--- src/midi_pkg.sv ---
////////////////////////////////////////
// MIDI protocol definitions: status byte union,
// command codes, system code limits, data lengths
////////////////////////////////////////
`default_nettype none

package midi_pkg;

	// channel message view of a status byte
	typedef struct packed {
		logic [3:0] cmd;                              // upper nibble, command
		logic [3:0] chan;                             // lower nibble, channel 0..15
	} chan_status_t;

	// one status byte, read per message class
	typedef union packed {
		chan_status_t ch;                             // 0x80..0xEF
		logic [7:0]   code;                           // 0xF0..0xFF system codes
	} status_byte_u;

	// channel command nibbles
	localparam logic [3:0] cmd_note_off      = 4'h8;
	localparam logic [3:0] cmd_note_on       = 4'h9;
	localparam logic [3:0] cmd_prog_change   = 4'hC;
	localparam logic [3:0] cmd_chan_pressure = 4'hD;

	////////////////////////////////////////
	// system code ranges
	////////////////////////////////////////
	localparam logic [7:0] sys_code_min     = 8'hF0;  // start of system messages
	localparam logic [7:0] sys_realtime_min = 8'hF8;  // clock, start, stop, sense...

	// data bytes per channel message
	localparam logic [1:0] data_len_short = 2'd1;     // prog change, chan pressure
	localparam logic [1:0] data_len_long  = 2'd2;     // everything else

endpackage

`default_nettype wire

--- src/synth_pkg.sv ---
////////////////////////////////////////
// CPU register map and register word of
// the voice front end
////////////////////////////////////////
`default_nettype none

package synth_pkg;

	typedef logic [2:0] reg_addr_t;                   // cpu word address
	typedef logic [7:0] reg_data_t;                   // cpu data word

	////////////////////////////////////////
	// register addresses
	////////////////////////////////////////
	localparam reg_addr_t reg_midi_ch   = 3'd0;       // rw, [3:0] chan, [4] omni
	localparam reg_addr_t reg_active    = 3'd1;       // ro, busy voices
	localparam reg_addr_t reg_dropped   = 3'd2;       // ro, refused note-ons, wr clears
	localparam reg_addr_t reg_frame_err = 3'd3;       // ro, framing errors, wr clears

	localparam reg_data_t cnt_max       = 8'hFF;      // counters stick here
	localparam logic [4:0] midi_ch_reset = 5'h10;     // omni after reset

endpackage

`default_nettype wire

--- src/ctrl_regs.sv ---
////////////////////////////////////////
// CPU registers: channel setting, busy voice
// count, drop and framing error counters
////////////////////////////////////////
`timescale 1ns/1ps
`default_nettype none

module ctrl_regs #(
	parameter int voices = 8
) (
	input  wire logic                 io_clk,
	input  wire logic                 io_reset,
	input  wire logic                 cpu_read,
	input  wire logic                 cpu_write,
	input  wire synth_pkg::reg_addr_t address,
	input  wire synth_pkg::reg_data_t writedata,
	output synth_pkg::reg_data_t      readdata,       // one cycle after read
	output logic [4:0]                midi_ch,        // to parser filter
	input  wire logic [voices-1:0]    keys_on,
	input  wire logic                 drops,
	input  wire logic                 rx_frame_err
);

	synth_pkg::reg_data_t active_cnt;                 // busy voices
	synth_pkg::reg_data_t dropped_cnt;
	synth_pkg::reg_data_t frame_err_cnt;

	always_comb begin
		active_cnt = '0;
		for (int i = 0; i < voices; i++) active_cnt = active_cnt + keys_on[i];
	end

	always_ff @(posedge io_clk) begin
		if (io_reset) begin
			midi_ch       <= synth_pkg::midi_ch_reset;
			dropped_cnt   <= '0;
			frame_err_cnt <= '0;
		end else begin
			if (cpu_write && address == synth_pkg::reg_midi_ch) midi_ch <= writedata[4:0];
			if (cpu_write && address == synth_pkg::reg_dropped) dropped_cnt <= '0;  // wr wins
			else if (drops && dropped_cnt != synth_pkg::cnt_max)
				dropped_cnt <= dropped_cnt + 1'b1;
			if (cpu_write && address == synth_pkg::reg_frame_err) frame_err_cnt <= '0;
			else if (rx_frame_err && frame_err_cnt != synth_pkg::cnt_max)
				frame_err_cnt <= frame_err_cnt + 1'b1;
		end
	end

	// registered read mux
	always_ff @(posedge io_clk) begin
		if (cpu_read) begin
			case (address)
				synth_pkg::reg_midi_ch:   readdata <= synth_pkg::reg_data_t'(midi_ch);
				synth_pkg::reg_active:    readdata <= active_cnt;
				synth_pkg::reg_dropped:   readdata <= dropped_cnt;
				synth_pkg::reg_frame_err: readdata <= frame_err_cnt;
				default:                  readdata <= '0;  // unmapped
			endcase
		end
	end

endmodule

`default_nettype wire

--- src/midi_msg_parser.sv ---
////////////////////////////////////////
// MIDI message parser with running status,
// channel filter and note event output
////////////////////////////////////////
`timescale 1ns/1ps
`default_nettype none

module midi_msg_parser (
	input  wire logic       io_clk,
	input  wire logic       io_reset,
	input  wire logic [7:0] rx_data,
	input  wire logic       rx_valid,                 // one byte per pulse
	input  wire logic [4:0] midi_ch,                  // [4] omni, [3:0] channel
	output logic            ev_valid,
	input  wire logic       ev_ready,
	output logic            ev_on,                    // 0 is note-off
	output logic [6:0]      ev_key,
	output logic [6:0]      ev_vel
);

	midi_pkg::status_byte_u in_st;                    // incoming byte
	midi_pkg::status_byte_u run_st;                   // running status
	logic       run_ok;                               // running status usable
	logic [1:0] data_cnt;                             // data bytes so far
	logic [1:0] data_need;                            // data bytes of this command
	logic [6:0] data1;                                // first data byte, the key
	logic       is_data, is_note, ch_match, msg_done, take;

	assign in_st = rx_data;

	always_comb begin
		data_need = midi_pkg::data_len_long;
		if (run_st.ch.cmd == midi_pkg::cmd_prog_change ||
		    run_st.ch.cmd == midi_pkg::cmd_chan_pressure)
			data_need = midi_pkg::data_len_short;
	end

	assign is_data  = rx_valid && !rx_data[7];
	assign msg_done = is_data && run_ok && (data_cnt == data_need - 2'd1);
	assign is_note  = (run_st.ch.cmd == midi_pkg::cmd_note_on) ||
	                  (run_st.ch.cmd == midi_pkg::cmd_note_off);
	assign ch_match = midi_ch[4] || (run_st.ch.chan == midi_ch[3:0]);
	// byte lost if previous event still pending
	assign take     = msg_done && is_note && ch_match && (!ev_valid || ev_ready);

	////////////////////////////////////////
	// control state
	////////////////////////////////////////
	always_ff @(posedge io_clk) begin
		if (io_reset) begin
			run_ok   <= 1'b0;
			data_cnt <= '0;
			ev_valid <= 1'b0;
		end else begin
			if (ev_valid && ev_ready) ev_valid <= 1'b0;   // handed to allocator
			if (take) ev_valid <= 1'b1;
			if (rx_valid && rx_data[7]) begin
				if (in_st.code < midi_pkg::sys_realtime_min) begin  // realtime leaves all
					data_cnt <= '0;
					run_ok   <= (in_st.code < midi_pkg::sys_code_min);  // sys clears
				end
			end else if (is_data && run_ok) begin
				if (msg_done) data_cnt <= '0;             // same status, next message
				else data_cnt <= data_cnt + 2'd1;
			end
		end
	end

	////////////////////////////////////////
	// payload
	////////////////////////////////////////
	always_ff @(posedge io_clk) begin
		if (rx_valid && rx_data[7] && in_st.code < midi_pkg::sys_code_min)
			run_st <= in_st;                              // channel status only
		if (is_data && data_cnt == 2'd0)
			data1 <= rx_data[6:0];
		if (take) begin
			ev_on  <= (run_st.ch.cmd == midi_pkg::cmd_note_on) && (rx_data[6:0] != 7'd0);
			ev_key <= data1;
			ev_vel <= rx_data[6:0];                       // release vel on note-off
		end
	end

endmodule

`default_nettype wire

--- src/midi_uart_rx.sv ---
////////////////////////////////////////
// MIDI serial receiver, 8N1, oversampled,
// byte strobe and framing error strobe
////////////////////////////////////////
`timescale 1ns/1ps
`default_nettype none

module midi_uart_rx #(
	parameter int clks_per_bit = 800                  // io_clk cycles per bit
) (
	input  wire logic       io_clk,
	input  wire logic       io_reset,
	input  wire logic       midi_rxd,                 // idles high
	output logic [7:0]      rx_data,
	output logic            rx_valid,                 // one cycle, good stop bit
	output logic            rx_frame_err              // one cycle, stop bit low
);

	localparam int cnt_w = $clog2(clks_per_bit);
	localparam logic [cnt_w-1:0] half_cnt = cnt_w'(clks_per_bit / 2 - 1);
	localparam logic [cnt_w-1:0] full_cnt = cnt_w'(clks_per_bit - 1);

	localparam logic [1:0] st_idle  = 2'd0;
	localparam logic [1:0] st_start = 2'd1;
	localparam logic [1:0] st_data  = 2'd2;
	localparam logic [1:0] st_stop  = 2'd3;

	logic             rxd_meta, rxd_sync, rxd_prev;   // two flop sync plus edge history
	logic [1:0]       state;
	logic [cnt_w-1:0] clk_cnt;                        // cycles within current bit
	logic [2:0]       bit_idx;                        // data bit being sampled
	logic [7:0]       shift;

	assign rx_data = shift;                           // stable until next frame's data

	always_ff @(posedge io_clk) begin
		if (io_reset) begin
			rxd_meta     <= 1'b1;
			rxd_sync     <= 1'b1;
			rxd_prev     <= 1'b1;
			state        <= st_idle;
			clk_cnt      <= '0;
			bit_idx      <= '0;
			rx_valid     <= 1'b0;
			rx_frame_err <= 1'b0;
		end else begin
			rxd_meta     <= midi_rxd;
			rxd_sync     <= rxd_meta;
			rxd_prev     <= rxd_sync;
			rx_valid     <= 1'b0;                     // strobes by default low
			rx_frame_err <= 1'b0;
			clk_cnt      <= clk_cnt + 1'b1;
			case (state)
				st_idle: begin
					clk_cnt <= '0;
					if (rxd_prev && !rxd_sync) state <= st_start;  // falling start edge
				end
				st_start: if (clk_cnt == half_cnt) begin          // middle of start bit
					clk_cnt <= '0;
					bit_idx <= '0;
					state   <= rxd_sync ? st_idle : st_data;      // glitch, back to idle
				end
				st_data: if (clk_cnt == full_cnt) begin
					clk_cnt <= '0;
					bit_idx <= bit_idx + 1'b1;
					if (bit_idx == 3'd7) state <= st_stop;
				end
				default: if (clk_cnt == full_cnt) begin           // middle of stop bit
					state        <= st_idle;
					rx_valid     <= rxd_sync;
					rx_frame_err <= !rxd_sync;
				end
			endcase
		end
	end

	// lsb first shift, sampled mid bit
	always_ff @(posedge io_clk) begin
		if (state == st_data && clk_cnt == full_cnt) shift <= {rxd_sync, shift[7:1]};
	end

endmodule

`default_nettype wire

--- src/midi_voice_top.sv ---
////////////////////////////////////////
// MIDI voice front end top level, receiver,
// parser, allocator and CPU registers
////////////////////////////////////////
`timescale 1ns/1ps
`default_nettype none

module midi_voice_top #(
	parameter int voices       = 8,                   // voice slots
	parameter int clks_per_bit = 800                  // 25 MHz at 31250 baud
) (
	input  wire logic                  io_clk,
	input  wire logic                  io_reset,
	input  wire logic                  midi_rxd,
	input  wire logic                  cpu_read,
	input  wire logic                  cpu_write,
	input  wire synth_pkg::reg_addr_t  address,
	input  wire synth_pkg::reg_data_t  writedata,
	output synth_pkg::reg_data_t       readdata,
	output logic                       note_valid,
	input  wire logic                  note_ready,
	output logic                       note_on,
	output logic [$clog2(voices)-1:0]  note_voice,
	output logic [6:0]                 note_key,
	output logic [6:0]                 note_vel,
	output logic [voices-1:0]          keys_on
);

	logic [7:0] rx_data;                              // uart to parser
	logic       rx_valid, rx_frame_err;
	logic [4:0] midi_ch;                              // regs to parser
	logic       ev_valid, ev_ready, ev_on;            // parser to allocator
	logic [6:0] ev_key, ev_vel;
	logic       drops;

	midi_uart_rx #(.clks_per_bit(clks_per_bit)) u_uart_rx (
		.io_clk(io_clk), .io_reset(io_reset), .midi_rxd(midi_rxd),
		.rx_data(rx_data), .rx_valid(rx_valid), .rx_frame_err(rx_frame_err)
	);

	midi_msg_parser u_parser (
		.io_clk(io_clk), .io_reset(io_reset), .rx_data(rx_data), .rx_valid(rx_valid),
		.midi_ch(midi_ch), .ev_valid(ev_valid), .ev_ready(ev_ready), .ev_on(ev_on),
		.ev_key(ev_key), .ev_vel(ev_vel)
	);

	voice_allocator #(.voices(voices)) u_alloc (
		.io_clk(io_clk), .io_reset(io_reset), .ev_valid(ev_valid), .ev_ready(ev_ready),
		.ev_on(ev_on), .ev_key(ev_key), .ev_vel(ev_vel), .note_valid(note_valid),
		.note_ready(note_ready), .note_on(note_on), .note_voice(note_voice),
		.note_key(note_key), .note_vel(note_vel), .keys_on(keys_on), .drops(drops)
	);

	ctrl_regs #(.voices(voices)) u_regs (
		.io_clk(io_clk), .io_reset(io_reset), .cpu_read(cpu_read), .cpu_write(cpu_write),
		.address(address), .writedata(writedata), .readdata(readdata), .midi_ch(midi_ch),
		.keys_on(keys_on), .drops(drops), .rx_frame_err(rx_frame_err)
	);

endmodule

`default_nettype wire

--- src/voice_allocator.sv ---
////////////////////////////////////////
// voice slot table, lowest free slot on note-on,
// release on note-off, one-deep output register
////////////////////////////////////////
`timescale 1ns/1ps
`default_nettype none

module voice_allocator #(
	parameter int voices = 8                          // number of voice slots
) (
	input  wire logic                       io_clk,
	input  wire logic                       io_reset,
	input  wire logic                       ev_valid,
	output logic                            ev_ready,
	input  wire logic                       ev_on,
	input  wire logic [6:0]                 ev_key,
	input  wire logic [6:0]                 ev_vel,
	output logic                            note_valid,
	input  wire logic                       note_ready,
	output logic                            note_on,
	output logic [$clog2(voices)-1:0]       note_voice,
	output logic [6:0]                      note_key,
	output logic [6:0]                      note_vel,
	output logic [voices-1:0]               keys_on,  // busy bit per slot
	output logic                            drops     // note-on refused
);

	localparam int vw = $clog2(voices);

	logic [6:0]    slot_key [voices];                 // key held by each slot
	logic          free_hit, match_hit;
	logic [vw-1:0] free_idx, match_idx;
	logic          ev_fire, load;

	////////////////////////////////////////
	// slot search, lowest index wins
	////////////////////////////////////////
	always_comb begin
		free_hit  = 1'b0;
		free_idx  = '0;
		match_hit = 1'b0;
		match_idx = '0;
		for (int i = voices - 1; i >= 0; i--) begin   // downward so lowest sticks
			if (!keys_on[i]) begin
				free_hit = 1'b1;
				free_idx = vw'(i);
			end
			if (keys_on[i] && slot_key[i] == ev_key) begin
				match_hit = 1'b1;
				match_idx = vw'(i);
			end
		end
	end

	assign ev_ready = !note_valid || note_ready;      // empty or draining now
	assign ev_fire  = ev_valid && ev_ready;
	assign load     = ev_fire && (ev_on ? free_hit : match_hit);  // stray off is silent

	always_ff @(posedge io_clk) begin
		if (io_reset) begin
			keys_on    <= '0;
			note_valid <= 1'b0;
			drops      <= 1'b0;
		end else begin
			drops <= 1'b0;
			if (note_valid && note_ready) note_valid <= 1'b0;
			if (load) note_valid <= 1'b1;
			if (ev_fire) begin
				if (ev_on && free_hit) keys_on[free_idx] <= 1'b1;   // claim slot
				else if (ev_on) drops <= 1'b1;                      // all busy
				else if (match_hit) keys_on[match_idx] <= 1'b0;    // release
			end
		end
	end

	// slot keys and output payload
	always_ff @(posedge io_clk) begin
		if (ev_fire && ev_on && free_hit) slot_key[free_idx] <= ev_key;
		if (load) begin
			note_on    <= ev_on;
			note_voice <= ev_on ? free_idx : match_idx;
			note_key   <= ev_key;
			note_vel   <= ev_vel;
		end
	end

endmodule

`default_nettype wire

--- config.mk ---
export PLATFORM = sky130hd
export DESIGN_NAME = midi_voice_top
export DESIGN_NICKNAME = d
export VERILOG_FILES = /design/src/midi_pkg.sv /design/src/synth_pkg.sv /design/src/ctrl_regs.sv /design/src/midi_msg_parser.sv /design/src/midi_uart_rx.sv /design/src/midi_voice_top.sv /design/src/voice_allocator.sv
export SDC_FILE = /design/constraint.sdc
export NUM_CORES = 1
export LEC_CHECK = 0
export BUFFER_PORTS_ARGS = -buffer_cell sky130_fd_sc_hd__buf_2
export CAP_MARGIN = 20
export CORE_AREA = 4 4 165 167
export CTS_CLUSTER_DIAMETER = 30
export DETAILED_ROUTE_END_ITERATION = 8
export DIE_AREA = 0 0 169 171
export PLACE_DENSITY = 0.52
export SYNTH_ARGS = -nofsm -noshare
export SYNTH_HDL_FRONTEND = slang
export SYNTH_SLANG_ARGS = --single-unit
export TNS_END_PERCENT = 20
--- constraint.sdc ---
create_clock -name io_clk -period 3.1 [get_ports io_clk]
set_clock_uncertainty 0.05 [all_clocks]
set_input_delay 0.465 -clock io_clk [delete_from_list [all_inputs] [get_ports io_clk]]
set_output_delay 0.465 -clock io_clk [all_outputs]
set_load 0.03 [all_outputs]
==> results.rst <==
.. list-table::
   :header-rows: 1

   * - Metric
     - Value
   * - Result of the run
     - finished with violations
   * - Violations in the final reports
     - negative setup slack
   * - Clock sink count
     - about 180
   * - Max Cap Viol
     - 0
   * - Number of I/O pins
     - 52
   * - Relative slew margins
     - a little under three fifths
   * - Core ar.
     - between 20000 and 30000 sq um
   * - Crit Path Category
     - reg -> reg
   * - Highest ir drop seen on vdd
     - ~0.29 mV
   * - GRT Util Overall
     - a little over a tenth
   * - Number of detailed-routing iterations run before antenna repair
     - 4
   * - Via count of the first global-routing pass
     - between 4k and 5k
   * - Setup violation total in the final timing report
     - 2
   * - Total power after layout
     - 4.87 mW
   * - Number of antenna violations at the first check in global routing
     - 0
   * - Synth unique cells
     - 59
   * - Effective utilization at floorplan
     - 28.6%
   * - Switching Fraction
     - about 23%
   * - Maximum number of pins on one net before global-route repair
     - 33
   * - HP Class
     - in -> reg
   * - Drc violations
     - 0
   * - CP cell instances
     - ha_4 -> inv_2 -> fa_1 -> fa_1 -> fa_2 -> inv_2 -> fa_1 -> mux4_2 -> and2_4
   * - Half-perimeter wire length of the detailed placement result
     - between 10000 and 15000 um
   * - Data arrival time at the worst-slack endpoint
     - around 3.4 ns
   * - Worst Setup Slack, final
     - -0.184 ns
   * - Design internal power
     - roughly 3.8 mW
   * - Post-Synthesis Mean Instance Area
     - 12.8 sq um
   * - Switching power summed over all nets
     - approximately 1.1 mW
   * - Multi-input gate area in the final layout
     - 2510 sq um
   * - Area of the die
     - 28900 sq um
   * - Std-Cell Rows
     - a little under 60
   * - Flip-flop cell with the highest count after synthesis
     - edfxtp_1
   * - Global route overflow
     - 0
   * - TritonCTS Buffers
     - 17
   * - Required @ worst endpoint
     - 3.23 ns
   * - Wirelength per Cell
     - about 15 um
   * - Instance count after placement with tap cells included
     - between 900 and 1k
   * - Hold_buf cts
     - 0
   * - Share of power burned in the clock network
     - 45.7%
   * - Proportion of power drawn by combinational gates
     - 3.2%
   * - # fillers
     - 2512
   * - Post-placement worst setup slack
     - -0.228 ns
   * - Pwr/cell area
     - about 550 nW/um^2
   * - Share of synthesized flip-flops with an asynchronous set or reset
     - 0%
   * - Slew of the pin with the lowest slew margin
     - approximately 0.66 ns
   * - Number of cells in the finished layout apart from fillers
     - roughly 1k
   * - RSZ-0062 raised after global routing
     - true
   * - Endpoint type of the worst setup path
     - flop
   * - Portion of total power attributed to sequential cells
     - between 50% and 60%
   * - Slowest stage cell, crit path
     - fa_1
   * - Warnings, synthesis
     - 0
   * - Number of vias in the routed layout
     - approximately 4.5k
   * - Clock latency on the worst-skew pair
     - roughly 0.43 ns
   * - Via-to-Cell Ratio
     - 4.53
   * - Clock root buffer
     - clkbuf_16
   * - Count of buffers added by post-CTS timing repair for setup
     - 0
   * - Slowest stage delay, CP
     - ~0.48 ns
   * - DRC violation total after the first TritonRoute iteration
     - 263
   * - Area taken by flip-flops and latches
     - 4710 sq um
   * - Achievable frequency
     - 305 MHz
   * - Placer's final routability congestion estimate
     - 0.813
   * - Static Leak
     - about 3.0 nW
   * - Diodes inserted
     - 0
   * - TritonCTS clock tree
     - done
   * - Number of instances resized during post-cts repair
     - 2
   * - Post-synthesis to final-layout area growth
     - 19.8%
   * - Number of nets with antenna violations after routing
     - 0
   * - Yosys reg bits
     - about 180
   * - Synth Net Count
     - 610
   * - Slew Limit Fails
     - 0
   * - Die Span Y
     - approximately 170 um
   * - H-tree level count
     - 4
   * - Cell area after synthesis
     - approximately 7400 sq um
   * - Final layout net count
     - just under 700
   * - Wire length of the first global-routing pass
     - 24500 um
   * - Hold violation count in the final report
     - 0
   * - Maximum buffer depth of the clock tree
     - 2
   * - Number of input and output port buffers inserted
     - between 40 and 50
   * - Sequential cell area fraction in the yosys report
     - roughly 64%
   * - Min Tclk post-route
     - roughly 3.3 ns
   * - Fraction of final layout cells sized beyond drive strength 1
     - a little under a fifth
   * - Number of enable flip-flop cells after synthesis
     - 120
   * - Highest net fanout along the worst path
     - 2
   * - Crit-path most repeated cell
     - fa_1
   * - Clock slew at the register clock pins of the worst setup and hold paths
     - 0.07 ns
   * - Total routed wirelength
     - ~15000 um
   * - Die Width
     - ~170 um
   * - Register-to-register setup slack
     - -0.18 ns
   * - CP Launch Type
     - flop
   * - Final worst-path cycle share
     - 106%
   * - Gate count of the mapped netlist
     - around 580
[cells in the mapped netlist, types with 6 or more instances]
master	n	area, sq um
nand3_1	14	70.1
nor4_1	11	68.8
nor2_1	71	267
mux2i_1	12	120
ha_1	13	163
nor3_1	12	60.1
a211oi_1	6	45.0
clkbuf_1	7	26.3
edfxtp_1	120	3600
dfxtp_1	55	1100
nand4_1	20	125
buf_2	7	35.0
xor2_1	30	263
inv_1	25	93.8
nand2_1	30	113
xnor2_1	51	447
a21oi_1	17	85.1
[path summary, 6_finish.rpt]
| kind | start | to | depth (start not counted) |
|---|---|---|---|
| max reg2reg | u_alloc.keys_on[0]$_SDFFE_PP0P_ | u_regs.readdata[1]$_DFFE_PP_ | 9 |
| min | midi_rxd | u_uart_rx.rxd_meta$_SDFF_PP1_ | 2 |
| max | u_alloc.keys_on[0]$_SDFFE_PP0P_ | u_regs.readdata[1]$_DFFE_PP_ | 9 |
| min reg2reg | u_uart_rx.rxd_meta$_SDFF_PP1_ | u_uart_rx.rxd_sync$_SDFF_PP1_ | 1 |
[cells in the final DEF, fill, tap and decap left out, types with 14 or more instances in the layout]
master     count
buf_2         48
dfxtp_1       51
a21oi_1       17
xor2_1        30
nor2_1        71
buf_4         26
nand4_1       20
xnor2_1       51
nand2_1       30
edfxtp_1     120
clkbuf_16     17
nand3_1       14
inv_1         23
[registers in the layout, summed over array words and instances (netlist names), 2 cells and up]
signal / count
u_alloc.note_vel: 7
u_parser.run_st: 8
u_parser.ev_key: 7
u_uart_rx.state: 2
u_alloc.note_key: 7
u_uart_rx.clk_cnt: 10
u_regs.readdata: 8
u_uart_rx.bit_idx: 3
u_uart_rx.rx_data: 8
u_alloc.slot_key: 56
u_regs.dropped_cnt: 8
u_regs.midi_ch: 5
u_parser.ev_vel: 7
u_regs.frame_err_cnt: 8
u_alloc.note_voice: 3
u_alloc.keys_on: 8
u_parser.data1: 7
u_parser.data_cnt: 2
[stage by stage]
step	area, sq um	TNS (ns)	hold slack, ns	util (%)
2_1_floorplan	7370	-0.381	0.339	-
3_3_place_gp	8180	-0.348	0.343	31.7
3_5_place_dp	8180	-0.360	0.344	31.7
4_1_cts	8800	-0.376	0.151	34.2
5_1_grt	8820	-0.507	0.155	34.2
6_report	8820	-0.334	0.174	34.2
[critical path: cells and delay by family (launching register included)]
family	cells	cell delay, ns
fa+ha+maj	5	1.90
mux	1	0.46
flops	1	0.35
simple gates	1	0.16
buf+inv	2	0.10
[layer usage]
layer	routed length [um]	global-route usage [%]
met5	0	0
met3	644	3.00
met4	182	3.47
met1	7310	14.7
met2	7000	17.1
[cells by family after synthesis]
logic type	after synthesis	synth area share, %
muxes	16	2.55
adders and majority gates	17	3.30
buffers and inverters	40	2.16
AOI/OAI and AO/OA	61	6.02
and+or+nand+nor	186	12.4
DFF	175	63.9
xor gates and xnor gates	81	9.64
[cell type report]
class / instances / share of cell area, %
clock buffers: 17 / 4.82
well taps: 335 / 4.75
flip-flops and latches: 175 / 53.5
multi-input cells: 361 / 28.5
inverters: 25 / 1.06
repair buffers: 75 / 5.17
clock inverters: 15 / 2.21
[power by group through the flow]
stage          combinational [mW]  sequential (mW)  clock (mW)
2_1_floorplan               0.110             2.55           0
3_3_place_gp                0.158             2.54           0
3_5_place_dp                0.158             2.54           0
4_1_cts                     0.159             2.49        2.29
5_1_grt                     0.178             2.49        2.40
6_report                    0.157             2.49        2.23
(Power assumes the default switching activity.)
